$ cat config.mk
export PLATFORM = sky130hd
export DESIGN_NAME = victim_lfsr
export DESIGN_NICKNAME = d
export VERILOG_FILES = /design/src/verilog/victim_lfsr.sv
export VERILOG_INCLUDE_DIRS = /design/src /design/src/common
export SDC_FILE = /design/constraint.sdc
export NUM_CORES = 1
export LEC_CHECK = 0
export BUFFER_PORTS_ARGS = -buffer_cell sky130_fd_sc_hd__buf_4
export CAP_MARGIN = 20
export CORE_MARGIN = 2
export CORE_UTILIZATION = 40
export DETAILED_ROUTE_END_ITERATION = 8
export GPL_TIMING_DRIVEN = 0
export PLACE_DENSITY = 0.63
export SETUP_SLACK_MARGIN = 0.5
export SYNTH_ARGS = -nofsm -noshare
export SYNTH_HDL_FRONTEND = slang
export SYNTH_SLANG_ARGS = --single-unit
$ cat constraint.sdc
create_clock -name clk -period 0.9 [get_ports clk]
set_clock_uncertainty 0.15 [all_clocks]
set_input_delay 0.18 -clock clk [delete_from_list [all_inputs] [get_ports clk]]
set_output_delay 0.18 -clock clk [all_outputs]
set_load 0.05 [all_outputs]
$ cat src/common/cache_cfg.svh
`ifndef CACHE_CFG_SVH
`define CACHE_CFG_SVH

// address split is tag | index | offset

// upper address bits kept per line
`define CACHE_TAG_W     20

// one set per index value
`define CACHE_INDEX_W   8

// byte offset inside a 16-byte line
`define CACHE_OFFSET_W  4

`define CACHE_SETS      256

// 32-bit words per line
`define CACHE_WORDS     4

// nonzero start value of the victim LFSR
`define CACHE_LFSR_SEED 23'h4a528a

`endif

$ cat src/verilog/victim_lfsr.sv
`timescale 1ns/1ps
`include "cache_cfg.svh"

module victim_lfsr (
    input  logic clk,
    input  logic resetn,
    output logic victim_way
);

    logic [22:0] lfsr_q;
    logic        feedback;

    // taps 22 and 17 give a maximal sequence
    assign feedback = lfsr_q[22] ^ lfsr_q[17];

    always_ff @(posedge clk) begin
        if (!resetn) begin
            lfsr_q <= `CACHE_LFSR_SEED;
        end else begin
            lfsr_q <= {lfsr_q[21:0], feedback};
        end
    end

    assign victim_way = lfsr_q[0];

endmodule

## Word level (Yosys, flattened, before mapping)

Index checks and enable logic that the tools add are counted.

- Memories kept: 0
- Bits in latches: 0
- Word-level logic and storage cells: 2
- ROM bits: 0
- Bits in registers: 23
- Output and inout port bits: 1
- Input port bits: 2
- Memory bits (writable): 0

- $add $sub $neg: 0
- Shifts and indexed selects: 0
- Equal/unequal tests: 0
- $lt $le $gt $ge: 0
- Multiplexer cells: 0
- Bitwise operators: 1
- Multipliers: 0
- Reductions and logical operators: 0
- Div/mod/pow operators: 0

Operators by type and width:

| kind | number |
|---|---|
| $xor A1 B1 Y1 | 1 |

## Longest topological paths before layout

- Depth in word-level cells: 1
- Mapped depth: 2

## Worst setup path after synthesis

OpenSTA, ideal clock, no wires.

- Path type: register to register
- From: register lfsr_q[0]
- To: register lfsr_q[1]
- Period minus slack after synthesis: 966 ps
- Cell stages (with the launch flop): 2
- Data required time: 690 ps
- Buffers on the path: 0
- Setup slack: -66 ps
- Arrival: 756 ps
- Library setup time: 60 ps
- Cells stage by stage: dfxtp_1 -> nand2b_1

RTL lines:

| what | RTL line | text |
|---|---|---|
| from (decl) | victim_lfsr.sv:10 | `logic [22:0] lfsr_q;` |
| from (signal assigned) | victim_lfsr.sv:18 | `` lfsr_q <= `CACHE_LFSR_SEED; `` |
| from (signal assigned) | victim_lfsr.sv:20 | `lfsr_q <= {lfsr_q[21:0], feedback};` |

No word-level cell between the ends.

## Worst setup path in the final report

- From: register lfsr_q[0]
- To: output victim_way

RTL lines:

| what | RTL line | text |
|---|---|---|
| to (decl) | victim_lfsr.sv:7 | `output logic victim_way` |

No word-level cell between the ends.

==> flow_summary.toml <==
[grt]
initial_antenna_violation_count = 0
globalRoute.totalOverflow = 0
gr-usage-all-layers_pct = 11.05
grt_first_pass_wirelength_mm = 1.393
via_count_of_the_first_global_routing_pass = 328
grt_max_degree = 15

[synth]
mean_syn_cell_area_um2 = 12.79
ys_warn_count = 0
synth_fp_nets = 51
number_of_library_cell_types_mapped_by_synthesis = 7
yosysSeqAreaShare_pct = 73.45
synth.ff_latch_count = 23
postSynthCellCount = 49
post_synth_instance_area_um2 = 626.9

[layout]
antennaDiodeCount = 0
largest_register_ff_count = 23
design.final.nets = 59
drive_above_1_share_pct = 55.36
final_cell_mix = "11 x sky130_fd_sc_hd__and2_1, 11 x sky130_fd_sc_hd__dfxtp_1, 11 x sky130_fd_sc_hd__dfxtp_2"
area.growth.synth_to_final_pct = 27.54
top_register = "lfsr_q"
postLayoutCellArea_um2 = 799.5
reg.largest.list = "lfsr_q (23)"
stdcell_count = 72

[pwr]
leakagePower_nw = 0.3433
power.density_mw_per_mm2 = 2163
ir_worst_vdd_v = 0.001318

[critical_path]
critical-path-top-delay-family = "flip-flops"
critical-path-max-stage-delay_ns = 0.36
path_max_fanout = 2
slowest_stage = "sky130_fd_sc_hd__dfxtp_4"
crit_type = "register to output pin"
critical_path_required_ns = 0.57
timing.critical_path.buf_inv = 1
timing.critical_path.cells = "buf_8"
cp-start-kind = "register"
arrival_ns = 0.81
crit_path_end_kind = "output pin"

[flow_run]
maxCapViolCount = 0

[drt]
postRouteAntennaNets = 0
post-route-drc-count = 0
detail_route.wl_per_cell_um = 11.40
detailedRoute.firstIterationViolations = 1
detailed_route_via_count = 308
vias_per_cell = 4.278
detail_route.first_pass.iterations = 4
postRouteWirelength_um = 821

[placed_design]
finalWeightedCongestion = 0.6466
place.port_buffers = 2
placement.cell_area_um2 = 683.2
placed_cells = 67
dp_hpwl_um = 441.2

[die]
rows = 14
placeableCoreArea_mm2 = 0.001489
ioPinCount = 3
initial_core_util_pct = 42.10
die-area_mm2 = 0.001900
die_h_um = 43.59
die_w_um = 43.59

[timing]
period_share_pct = 126.2
finalMaxSlewViolations = 0
tightest_pin_transition_ns = 0.1243
layout_setup_ws_ns = -0.2354
timing.final.hold_violations = 2
relSlewSlack_pct = 91.72
report.final.setup_viol = 1
holdWs_ns = -0.05226
period_minus_slack_ns = 1.135
rsz0062_at_grt = "yes"
max_clock_freq_ghz = 0.8808

[clocking]
cts_sinks = 23
cts-root-buf = "sky130_fd_sc_hd__clkbuf_4"
htree_num_levels = 1
cts.path.max_buffers = 2
cts_clk_pin_slew_worst_paths_ns = 0.11
cts_inserted_buffers = 3
cts_tree = "built"
clk_lat_worst_skew_ns = 0.31

[run_status]
status = "finished with violations"
violations = "hold timing, setup timing"

[worst_hold_path]
hold_path_class = "input pin to register"
-- Yosys cell counts, drive strengths merged --
library cell,count,share of area (%)
clkbuf,1,0.80
and2,14,14
or2b,1,1.2
buf,1,1.2
dfxtp,23,73
nand2b,8,8.0
xor2,1,1.4
-- timing repair --
item,4_1_cts,5_1_grt
resized for setup,7,15
endpoints found under the setup margin,24,24
gates cloned,0,0
pin swaps,12,1
endpoints found under the hold margin,2,2
setup buffers,0,1
-- final cells by class --
cell class | instances | area (um2)
buffer | 2 | 28.78
fill | 137 | 689.4
multi-input combinational | 24 | 214.0
timing repair buffer | 3 | 30.03
clock inverter | 1 | 6.256
sequential | 23 | 478.0
tap | 16 | 20.02
clock buffer | 3 | 22.52
-- kinds of logic after synthesis --
logic type / Yosys count / synth area share (%)
xor+xnor: 1 / 1.397
flops: 23 / 73.45
buf+inv: 2 / 1.996
simple gates: 23 / 23.15
-- path summary, 6_finish.rpt --
| path | from | endpoint | slack [ns] | depth (start not counted) |
|---|---|---|---|---|
| worst max-delay path | lfsr_q[0] | victim_way | -0.24 | 1 |
| worst min-delay path | resetn | lfsr_q[1] | -0.05 | 2 |
| worst max register to register | lfsr_q[17] | lfsr_q[0] | 0.04 | 2 |
| worst min register to register | lfsr_q[6] | lfsr_q[7] | 0.28 | 1 |
-- per-stage QoR --
step	worst slack, ns	TNS, ns	total power, mW	utilization (%)
final	-0.2354	-0.2354	1.729	53.70
after detailed placement	0.03476	0	1.226	45.88
after CTS	-0.2481	-0.2481	1.714	49.58
after global routing	-0.2756	-0.2756	1.826	53.70
after global placement	0.02961	0	1.224	45.88
after floorplan	0.09290	0	1.197	-
-- layer usage --
| metal | up-vias | GRT usage (%) | wire length [um] |
|---|---|---|---|
| li1 | 160 | - | - |
| met1 | 140 | 13.49 | 424 |
| met2 | 6 | 13.82 | 335 |
| met3 | 2 | 8.750 | 47 |
| met4 | 0 | 5.455 | 13 |
| met5 | - | 0 | 0 |
-- where the power goes --
group | leakage (nW) | internal, mW | switching, mW
Combinational | 0.131 | 0.0928 | 0.0575
Clock | 0.0183 | 0.172 | 0.294
Sequential | 0.194 | 1.09 | 0.0209
(Power assumes the default switching activity.)
