$ cat src/common/cache_cfg.svh
`ifndef CACHE_CFG_SVH
`define CACHE_CFG_SVH

// address split is tag | index | offset

// upper address bits kept per line
`define CACHE_TAG_W     20

// one set per index value
`define CACHE_INDEX_W   8

// byte offset inside a 16-byte line
`define CACHE_OFFSET_W  4

`define CACHE_SETS      256

// 32-bit words per line
`define CACHE_WORDS     4

// nonzero start value of the victim LFSR
`define CACHE_LFSR_SEED 23'h4a528a

`endif

$ cat src/common/cache_pkg.sv
`include "cache_cfg.svh"

package cache_pkg;

    typedef logic [31:0]                 addr_t;
    typedef logic [`CACHE_TAG_W-1:0]     tag_t;
    typedef logic [`CACHE_INDEX_W-1:0]   index_t;
    typedef logic [1:0]                  word_sel_t;
    typedef logic [31:0]                 word_t;
    typedef logic [3:0]                  strb_t;
    typedef logic [`CACHE_WORDS*32-1:0]  line_t;

    // cpu request where op 1 is a store
    typedef struct packed {
        logic  op;
        addr_t addr;
        strb_t wstrb;
        word_t wdata;
    } cpu_req_t;

    // what one way reports for the set being looked up
    typedef struct packed {
        logic  hit;
        logic  dirty;
        tag_t  tag;
        line_t line;
    } way_rd_t;

    // write command into one way
    typedef struct packed {
        logic [`CACHE_WORDS-1:0] word_we;
        strb_t                   strb;
        line_t                   data;
        logic                    tag_we;
        tag_t                    tag;
        logic                    dirty_we;
        logic                    dirty;
    } way_wr_t;

    typedef enum logic [2:0] {
        IDLE,
        LOOKUP,
        MISS,
        REPLACE,
        REFILL,
        DONE
    } cache_state_e;

endpackage

$ cat src/cache/cache_ctrl.sv
`timescale 1ns/1ps
`include "cache_cfg.svh"

module cache_ctrl
    import cache_pkg::*;
(
    input  logic     clk,
    input  logic     resetn,
    input  logic     valid,
    input  cpu_req_t req,
    output logic     addr_ok,
    output logic     data_ok,
    output word_t    rdata,
    output logic     rd_req,
    output addr_t    rd_addr,
    input  logic     rd_rdy,
    input  logic     ret_valid,
    input  logic     ret_last,
    input  word_t    ret_data,
    output logic     wr_req,
    output addr_t    wr_addr,
    output line_t    wr_data,
    input  logic     wr_rdy,
    output index_t   array_index,
    output tag_t     lookup_tag,
    output way_wr_t  way0_wr,
    output way_wr_t  way1_wr,
    input  way_rd_t  way0_rd,
    input  way_rd_t  way1_rd,
    input  logic     victim_way
);

    cache_state_e state_q;
    cache_state_e state_d;
    cpu_req_t     req_q;
    logic         victim_q;
    logic         victim_dirty_q;
    tag_t         victim_tag_q;
    line_t        victim_line_q;
    word_sel_t    beat_q;
    word_t        rdata_q;
    way_rd_t      rd_w [2];
    way_wr_t      wr_w [2];
    index_t       req_index;
    word_sel_t    word_sel;
    logic         hit;
    line_t        hit_line;
    word_t        hit_word;
    word_t        fill_word;
    logic         hit_store;
    logic         fill_beat;

    function automatic word_t merge_word(word_t old_w, word_t new_w, strb_t strb);
        word_t res;
        for (int b = 0; b < 4; b++) begin
            res[8*b +: 8] = strb[b] ? new_w[8*b +: 8] : old_w[8*b +: 8];
        end
        return res;
    endfunction

    assign req_index  = req_q.addr[`CACHE_OFFSET_W +: `CACHE_INDEX_W];
    assign lookup_tag = req_q.addr[`CACHE_OFFSET_W + `CACHE_INDEX_W +: `CACHE_TAG_W];
    assign word_sel   = req_q.addr[`CACHE_OFFSET_W-1 -: 2];

    // arrays see the new index while the request is still being captured
    assign array_index = (state_q == IDLE) ?
                         req.addr[`CACHE_OFFSET_W +: `CACHE_INDEX_W] : req_index;

    assign rd_w      = '{way0_rd, way1_rd};
    assign hit       = rd_w[0].hit | rd_w[1].hit;
    assign hit_line  = rd_w[0].hit ? rd_w[0].line : rd_w[1].line;
    assign hit_word  = hit_line[32*word_sel +: 32];
    assign hit_store = (state_q == LOOKUP) && hit && req_q.op;
    assign fill_beat = (state_q == REFILL) && ret_valid;

    // store miss folds its bytes into the target beat
    assign fill_word = (req_q.op && beat_q == word_sel) ?
                       merge_word(ret_data, req_q.wdata, req_q.wstrb) : ret_data;

    always_comb begin
        state_d = state_q;
        unique case (state_q)
            IDLE:    if (valid) state_d = LOOKUP;
            LOOKUP:  state_d = hit ? DONE : MISS;
            MISS:    if (!victim_dirty_q || wr_rdy) state_d = REPLACE;
            REPLACE: if (rd_rdy) state_d = REFILL;
            REFILL:  if (ret_valid && ret_last) state_d = DONE;
            DONE:    state_d = IDLE;
            default: state_d = IDLE;
        endcase
    end

    always_ff @(posedge clk) begin
        if (!resetn) begin
            state_q        <= IDLE;
            req_q          <= '0;
            victim_q       <= 1'b0;
            victim_dirty_q <= 1'b0;
            beat_q         <= '0;
        end else begin
            state_q <= state_d;
            if (state_q == IDLE && valid) begin
                req_q <= req;
            end
            if (state_q == LOOKUP) begin
                victim_q       <= victim_way;
                victim_dirty_q <= rd_w[victim_way].dirty;
            end
            if (state_q == REPLACE) begin
                beat_q <= '0;
            end else if (fill_beat) begin
                beat_q <= beat_q + 2'd1;
            end
        end
    end

    // victim line and read word
    always_ff @(posedge clk) begin
        if (state_q == LOOKUP) begin
            victim_tag_q  <= rd_w[victim_way].tag;
            victim_line_q <= rd_w[victim_way].line;
        end
        if (state_q == LOOKUP && hit) begin
            rdata_q <= req_q.op ? merge_word(hit_word, req_q.wdata, req_q.wstrb) : hit_word;
        end else if (fill_beat && beat_q == word_sel) begin
            rdata_q <= fill_word;
        end
    end

    always_comb begin
        for (int w = 0; w < 2; w++) begin
            wr_w[w] = '0;
            if (hit_store && rd_w[w].hit) begin
                wr_w[w].word_we  = 4'b0001 << word_sel;
                wr_w[w].strb     = req_q.wstrb;
                wr_w[w].data     = {`CACHE_WORDS{req_q.wdata}};
                wr_w[w].dirty_we = 1'b1;
                wr_w[w].dirty    = 1'b1;
            end else if (fill_beat && victim_q == w[0]) begin
                wr_w[w].word_we  = 4'b0001 << beat_q;
                wr_w[w].strb     = '1;
                wr_w[w].data     = {`CACHE_WORDS{fill_word}};
                // tag, valid and dirty land with the last beat
                wr_w[w].tag_we   = ret_last;
                wr_w[w].tag      = lookup_tag;
                wr_w[w].dirty_we = ret_last;
                wr_w[w].dirty    = req_q.op;
            end
        end
    end

    assign way0_wr = wr_w[0];
    assign way1_wr = wr_w[1];

    assign addr_ok = (state_q == LOOKUP);
    assign data_ok = (state_q == DONE);
    assign rdata   = rdata_q;
    assign rd_req  = (state_q == REPLACE);
    assign rd_addr = {lookup_tag, req_index, {`CACHE_OFFSET_W{1'b0}}};
    assign wr_req  = (state_q == MISS) && victim_dirty_q;
    assign wr_addr = {victim_tag_q, req_index, {`CACHE_OFFSET_W{1'b0}}};
    assign wr_data = victim_line_q;

endmodule

$ cat config.mk
export PLATFORM = sky130hd
export DESIGN_NAME = cache_ctrl
export DESIGN_NICKNAME = d
export VERILOG_FILES = /design/src/common/cache_pkg.sv /design/src/cache/cache_ctrl.sv
export VERILOG_INCLUDE_DIRS = /design/src /design/src/common
export SDC_FILE = /design/constraint.sdc
export NUM_CORES = 1
export LEC_CHECK = 0
export ABC_AREA = 1
export BUFFER_PORTS_ARGS = -buffer_cell sky130_fd_sc_hd__buf_2
export CORE_AREA = 5 5 380 382
export CTS_CLUSTER_DIAMETER = 50
export DETAILED_ROUTE_END_ITERATION = 8
export DIE_AREA = 0 0 385 387
export SYNTH_ARGS = -nofsm -noshare
export SYNTH_HDL_FRONTEND = slang
export SYNTH_SLANG_ARGS = --single-unit
$ cat constraint.sdc
create_clock -name clk -period 4.25 [get_ports clk]
set_clock_uncertainty 0.15 [all_clocks]
set_input_delay 0.425 -clock clk [delete_from_list [all_inputs] [get_ports clk]]
set_output_delay 0.425 -clock clk [all_outputs]
set_load 0.05 [all_outputs]
Yosys cells after proc, flatten, opt, wreduce, memory -nomap -nowiden
Index checks and enable logic that the tools add are counted.
{"block": "totals", "reg_bits": 256, "input_bits": 409, "output_inout_bits": 574, "word_cells": 79}
{"block": "classes", "n_addsub": 1, "magnitude_cmp": 1, "eq_ne": 10, "shifts": 3, "n_mux": 31, "n_bitwise": 4, "reduce_logical": 18}
{"op": "two-way mux 149 bit", "n": 3}
{"op": "two-way mux 159 bit", "n": 2}
{"op": "two-way mux 136 bit", "n": 2}
{"op": "two-way mux 128 bit", "n": 1}
{"op": "two-way mux 32 bit", "n": 4}
{"op": "indexed part select 128 x 8 -> 32 bit", "n": 1}
{"op": "two-way mux 8 bit", "n": 9}
{"op": "two-way mux 21 bit", "n": 2}
{"op": "two-way mux 3 bit", "n": 5}
{"op": "one-hot mux 3 bit (5 select lines)", "n": 1}
{"op": "logical AND 1 bit", "n": 12}
{"op": "<< shifter 1 x 2 -> 4 bit, first input constant", "n": 2}
{"op": "equality test 3 x 2 -> 1 bit, second input constant", "n": 2}
{"op": "equality test 3 bit, second input constant", "n": 2}
{"op": "two-way mux 2 bit", "n": 2}
{"op": "!= test 2 x 1 -> 1 bit, second input constant", "n": 2}
{"op": "!= test 2 bit, second input constant", "n": 2}
{"op": "AND reduction 4 bit", "n": 1}
{"op": "equality test 3 x 1 -> 1 bit, second input constant", "n": 1}
{"op": "zero test 3 bit", "n": 1}
{"op": "adder 2 x 1 -> 2 bit, second input constant", "n": 1}
{"op": "equality test 2 bit", "n": 1}
{"op": ">= comparator 2 bit, second input constant", "n": 1}
{"op": "inverter 1 bit", "n": 2}
{"op": "other kinds (6)", "n": 6}

Longest topological paths before layout
{"block": "depth", "depth_word": 5, "mapped_depth": 11, "ltp_nobuf": 9}

Worst setup path before layout
No wires, ideal clock.
{"block": "synth_path", "path_kind": "reg-to-reg", "startpoint": "register state_q[2]", "endpoint": "register victim_dirty_q", "setup_time_ns": 0.124, "arrival_ns": 4.352, "required_time_ns": 3.976, "path_slack_ns": -0.376, "stages_incl_launch_ff": 7, "n_path_buf": 1, "period_less_slack_ns": 4.626, "path_cell_list": "dfxtp_1 buf_2 inv_1 nand3_1 inv_1 o21ai_0 a21oi_1"}
{"block": "synth_via", "elab_chain_len": 1}
{"element": "start, declared", "line_no": "cache_ctrl.sv:33", "rtl": "cache_state_e state_q;"}
{"element": "start signal, assigned", "line_no": "cache_ctrl.sv:101", "rtl": "state_q <= state_d;"}
{"element": "equality test 3 x 1 -> 1 bit"}
{"element": "named net addr_ok", "line_no": "cache_ctrl.sv:11", "rtl": "output logic addr_ok,"}
{"element": "end signal, assigned", "line_no": "cache_ctrl.sv:107", "rtl": "victim_dirty_q <= rd_w[victim_way].dirty;"}
{"element": "end, declared", "line_no": "cache_ctrl.sv:37", "rtl": "logic victim_dirty_q;"}
The timed path passes the listed nets, and every way through them passes these cells.
A chain may end at the register's enable or synchronous reset.

==> impl_metrics.toml <==
[worst_setup_path]
crit_chain = "nor2_4 > nand3_4 > nor2_4 > inv_2 > o22ai_1 > buf_2"
criticalPathCategory = "flip-flop to output port"
crit_path_end_kind = "output port"
cpMostUsedCell = "nor2_4"
path_max_fanout = 31
arrival_ns = 3.34
cp_slowest_cell = "nor2_4"
cp.required_ns = 3.67
worstSetupStartpointType = "flip-flop"
max_stage_delay_ns = 0.68

[job]
cap_violations = 0

[die]
rows = 138
dieWidth_um = 385
core_area_mm2 = 0.141
start_util_pct = 12.5
ioPinCount = 983
dieArea_mm2 = 0.149
die_y_um = 387

[yosys]
netlist_area_mm2 = 0.0176
synth.avg_cell_area_um2 = 7.61
yosys_warnings = 0
synth_ff_type = "edfxtp_1"
synth_edf_count = 180
synth_top_cell_area_share_pct = 30.8
synth_commonest_cells = "nand2_1 (574), inv_1 (275), buf_4 (263)"
synth_seq_cells = 254
yosysMostFrequentCell = "nand2_1"
yosysUniqueCellTypes = 37
synth_cells = 2307
synth.area.top_cells = "edfxtp_1 (31%), nand2_1 (12%), buf_4 (11%)"
synth_top_area_cell = "edfxtp_1"
ys_seq_area_share_pct = 39.2
async_flop_share_pct = 0

[min_path]
hp-class = "primary input to flip-flop"

[layout]
fin_nets = 3737
n_fill_cell = 15700
instances_no_fill = 5288
syn2layout_area_growth_pct = 61.4
drive_gt1_share_pct = 36.8

[run_status]
status = "completed"

[power_and_ir_drop]
peakVddDrop_v = 0.000429
p_leak_nw = 13.9
p_per_area_mw_per_mm2 = 650
fin_total_pwr_mw = 18.4

[timing]
clock.fmax_ghz = 0.255
slew_headroom_pct = 41.2
finalMaxSlewViolations = 0
fin_tns_setup_ns = 0
period_needed_ns = 3.92
hold_viol = 0
finalCritPeriodShare_pct = 92.1
rsz0062_at_grt = "false"
finalSetupViolations = 0
worstMarginPinSlew_ns = 0.882

[cts]
clk_pin_slew_ns = 0.05
post_cts_resized = 0
cts_sinks = 254
cts_tree = "yes"
clock_path_buffers = 3
clk_latency_ns = 0.62
cts_buffers = 55
cts_setup_buffers = 0
htree_levels = 2
cts_root_buf = "clkbuf_16"

[detailed_routing]
drtAntennaViolNets = 0
drtPass1Iterations = 5
wl_um = 126000
vias = 20100
viasPerCell = 3.81
wl_per_cell_um = 23.8
drc_errors = 0
initialDrtViolationCount = 1218

[placed_design]
dp.cells = 4847
gp_congestion = 0.831
dp_hpwl_um = 104000
io_buffers = 972

[global_route]
grt_max_degree = 113
grt_pass1_vias = 19900
overflow = 0
grt_pass1_wl_um = 166000
grt_antenna_before_repair = 51
grtUsageTotal_pct = 16.0
[per-stage QoR]
stage	setup WS, ns	hold slack, ns	utilization (%)	instance area (um2)
after floorplan	0.467	0.303	-	17600
after global placement	0.937	0.306	16.5	23200
after detailed placement	0.909	0.320	16.5	23200
after CTS	0.216	0.00304	20.1	28300
after global routing	0.141	0.0118	20.1	28300
final	0.334	0.0371	20.1	28300
[layer usage]
metal / global-route usage, % / up-vias / wire [um] / part of all wire [%]
li1: - / 9318 / - / -
met1: 20.2 / 9619 / 53200 / 42
met2: 26.8 / 974 / 58700 / 47
met3: 3.92 / 183 / 9230 / 7.3
met4: 5.26 / 30 / 4360 / 3.5
met5: 0 / - / 204 / 0.16
[sequential cells by signal, indices dropped and copies added (netlist names)]
| name | flops |
|---|---|
| wr_data | 128 |
| req_q | 39 |
| rdata | 32 |
| lookup_tag | 20 |
| victim_tag_q | 20 |
| rd_addr | 8 |
| state_q | 3 |
| beat_q | 2 |
| victim_dirty_q | 1 |
| victim_q | 1 |
[power breakdown]
part / internal, mW / total, mW / switching, mW
combinational: 1.99 / 9.57 / 7.57
clock: 3.01 / 4.70 / 1.68
sequential: 3.74 / 4.16 / 0.415
[critical path: cells and delay by family, from the launching register on]
kind / cells / cell delay (ns)
and+or+nand+nor: 3 / 1.07
buffers and inverters: 2 / 0.86
DFF: 1 / 0.42
AOI/OAI and AO/OA: 1 / 0.36
[cell type report]
cell class	count	area, um2	area share, %
clock buffers	70	1540	5.42
inverters	287	1080	3.82
clock inverters	34	449	1.59
repair buffers	1340	8940	31.5
flip-flops and latches	254	6890	24.3
multi-input cells	1386	7010	24.7
diodes	27	67.6	0.238
well taps	1890	2360	8.35
[final timing paths]
| path | cells past startpoint | slack [ns] | to | from |
|---|---|---|---|---|
| worst min register to register | 2 | 0.34 | rd_addr[7] | rd_addr[7] |
| worst min-delay path | 2 | 0.04 | wr_data[89] | way0_rd[89] |
| worst max register to register | 9 | 1.40 | rdata[22] | req_q[39] |
| worst max-delay path | 6 | 0.33 | way0_wr[157] | state_q[1] |
[kinds of logic after synthesis]
| logic type | count (synthesis) | synth area share [%] |
|---|---|---|
| AND/OR/NAND/NOR | 922 | 23.4 |
| buffers and inverters | 674 | 21.2 |
| AO/OA/AOI/OAI | 397 | 12.1 |
| flip-flops | 254 | 39.2 |
| multiplexers | 53 | 3.39 |
| adder cells (fa/ha/maj) | 4 | 0.285 |
| XOR/XNOR | 2 | 0.314 |
| other | 1 | 0.0214 |
[layout by cell type, fill, tap and decap left out, drive strengths merged, types with 6 or more instances in the layout]
| cell type | count |
|---|---|
| a21oi | 109 |
| buf | 1030 |
| bufinv | 7 |
| clkbuf | 70 |
| clkinv | 14 |
| conb | 8 |
| dfxtp | 74 |
| diode | 27 |
| dlygate4sd3 | 310 |
| edfxtp | 180 |
| inv | 297 |
| mux2 | 52 |
| nand2 | 579 |
| nand3 | 144 |
| nand4 | 32 |
| nor2 | 157 |
| nor3 | 6 |
| o211ai | 51 |
| o21ai | 226 |
| o22ai | 8 |
[what timing repair did]
| action | 4_1_cts | 5_1_grt |
|---|---|---|
| hold buffers | 310 | 0 |
| hold endpoints to repair | 199 | 0 |
| setup endpoints to repair | 0 | 0 |
Note: power is estimated with default switching activity, not from simulation.
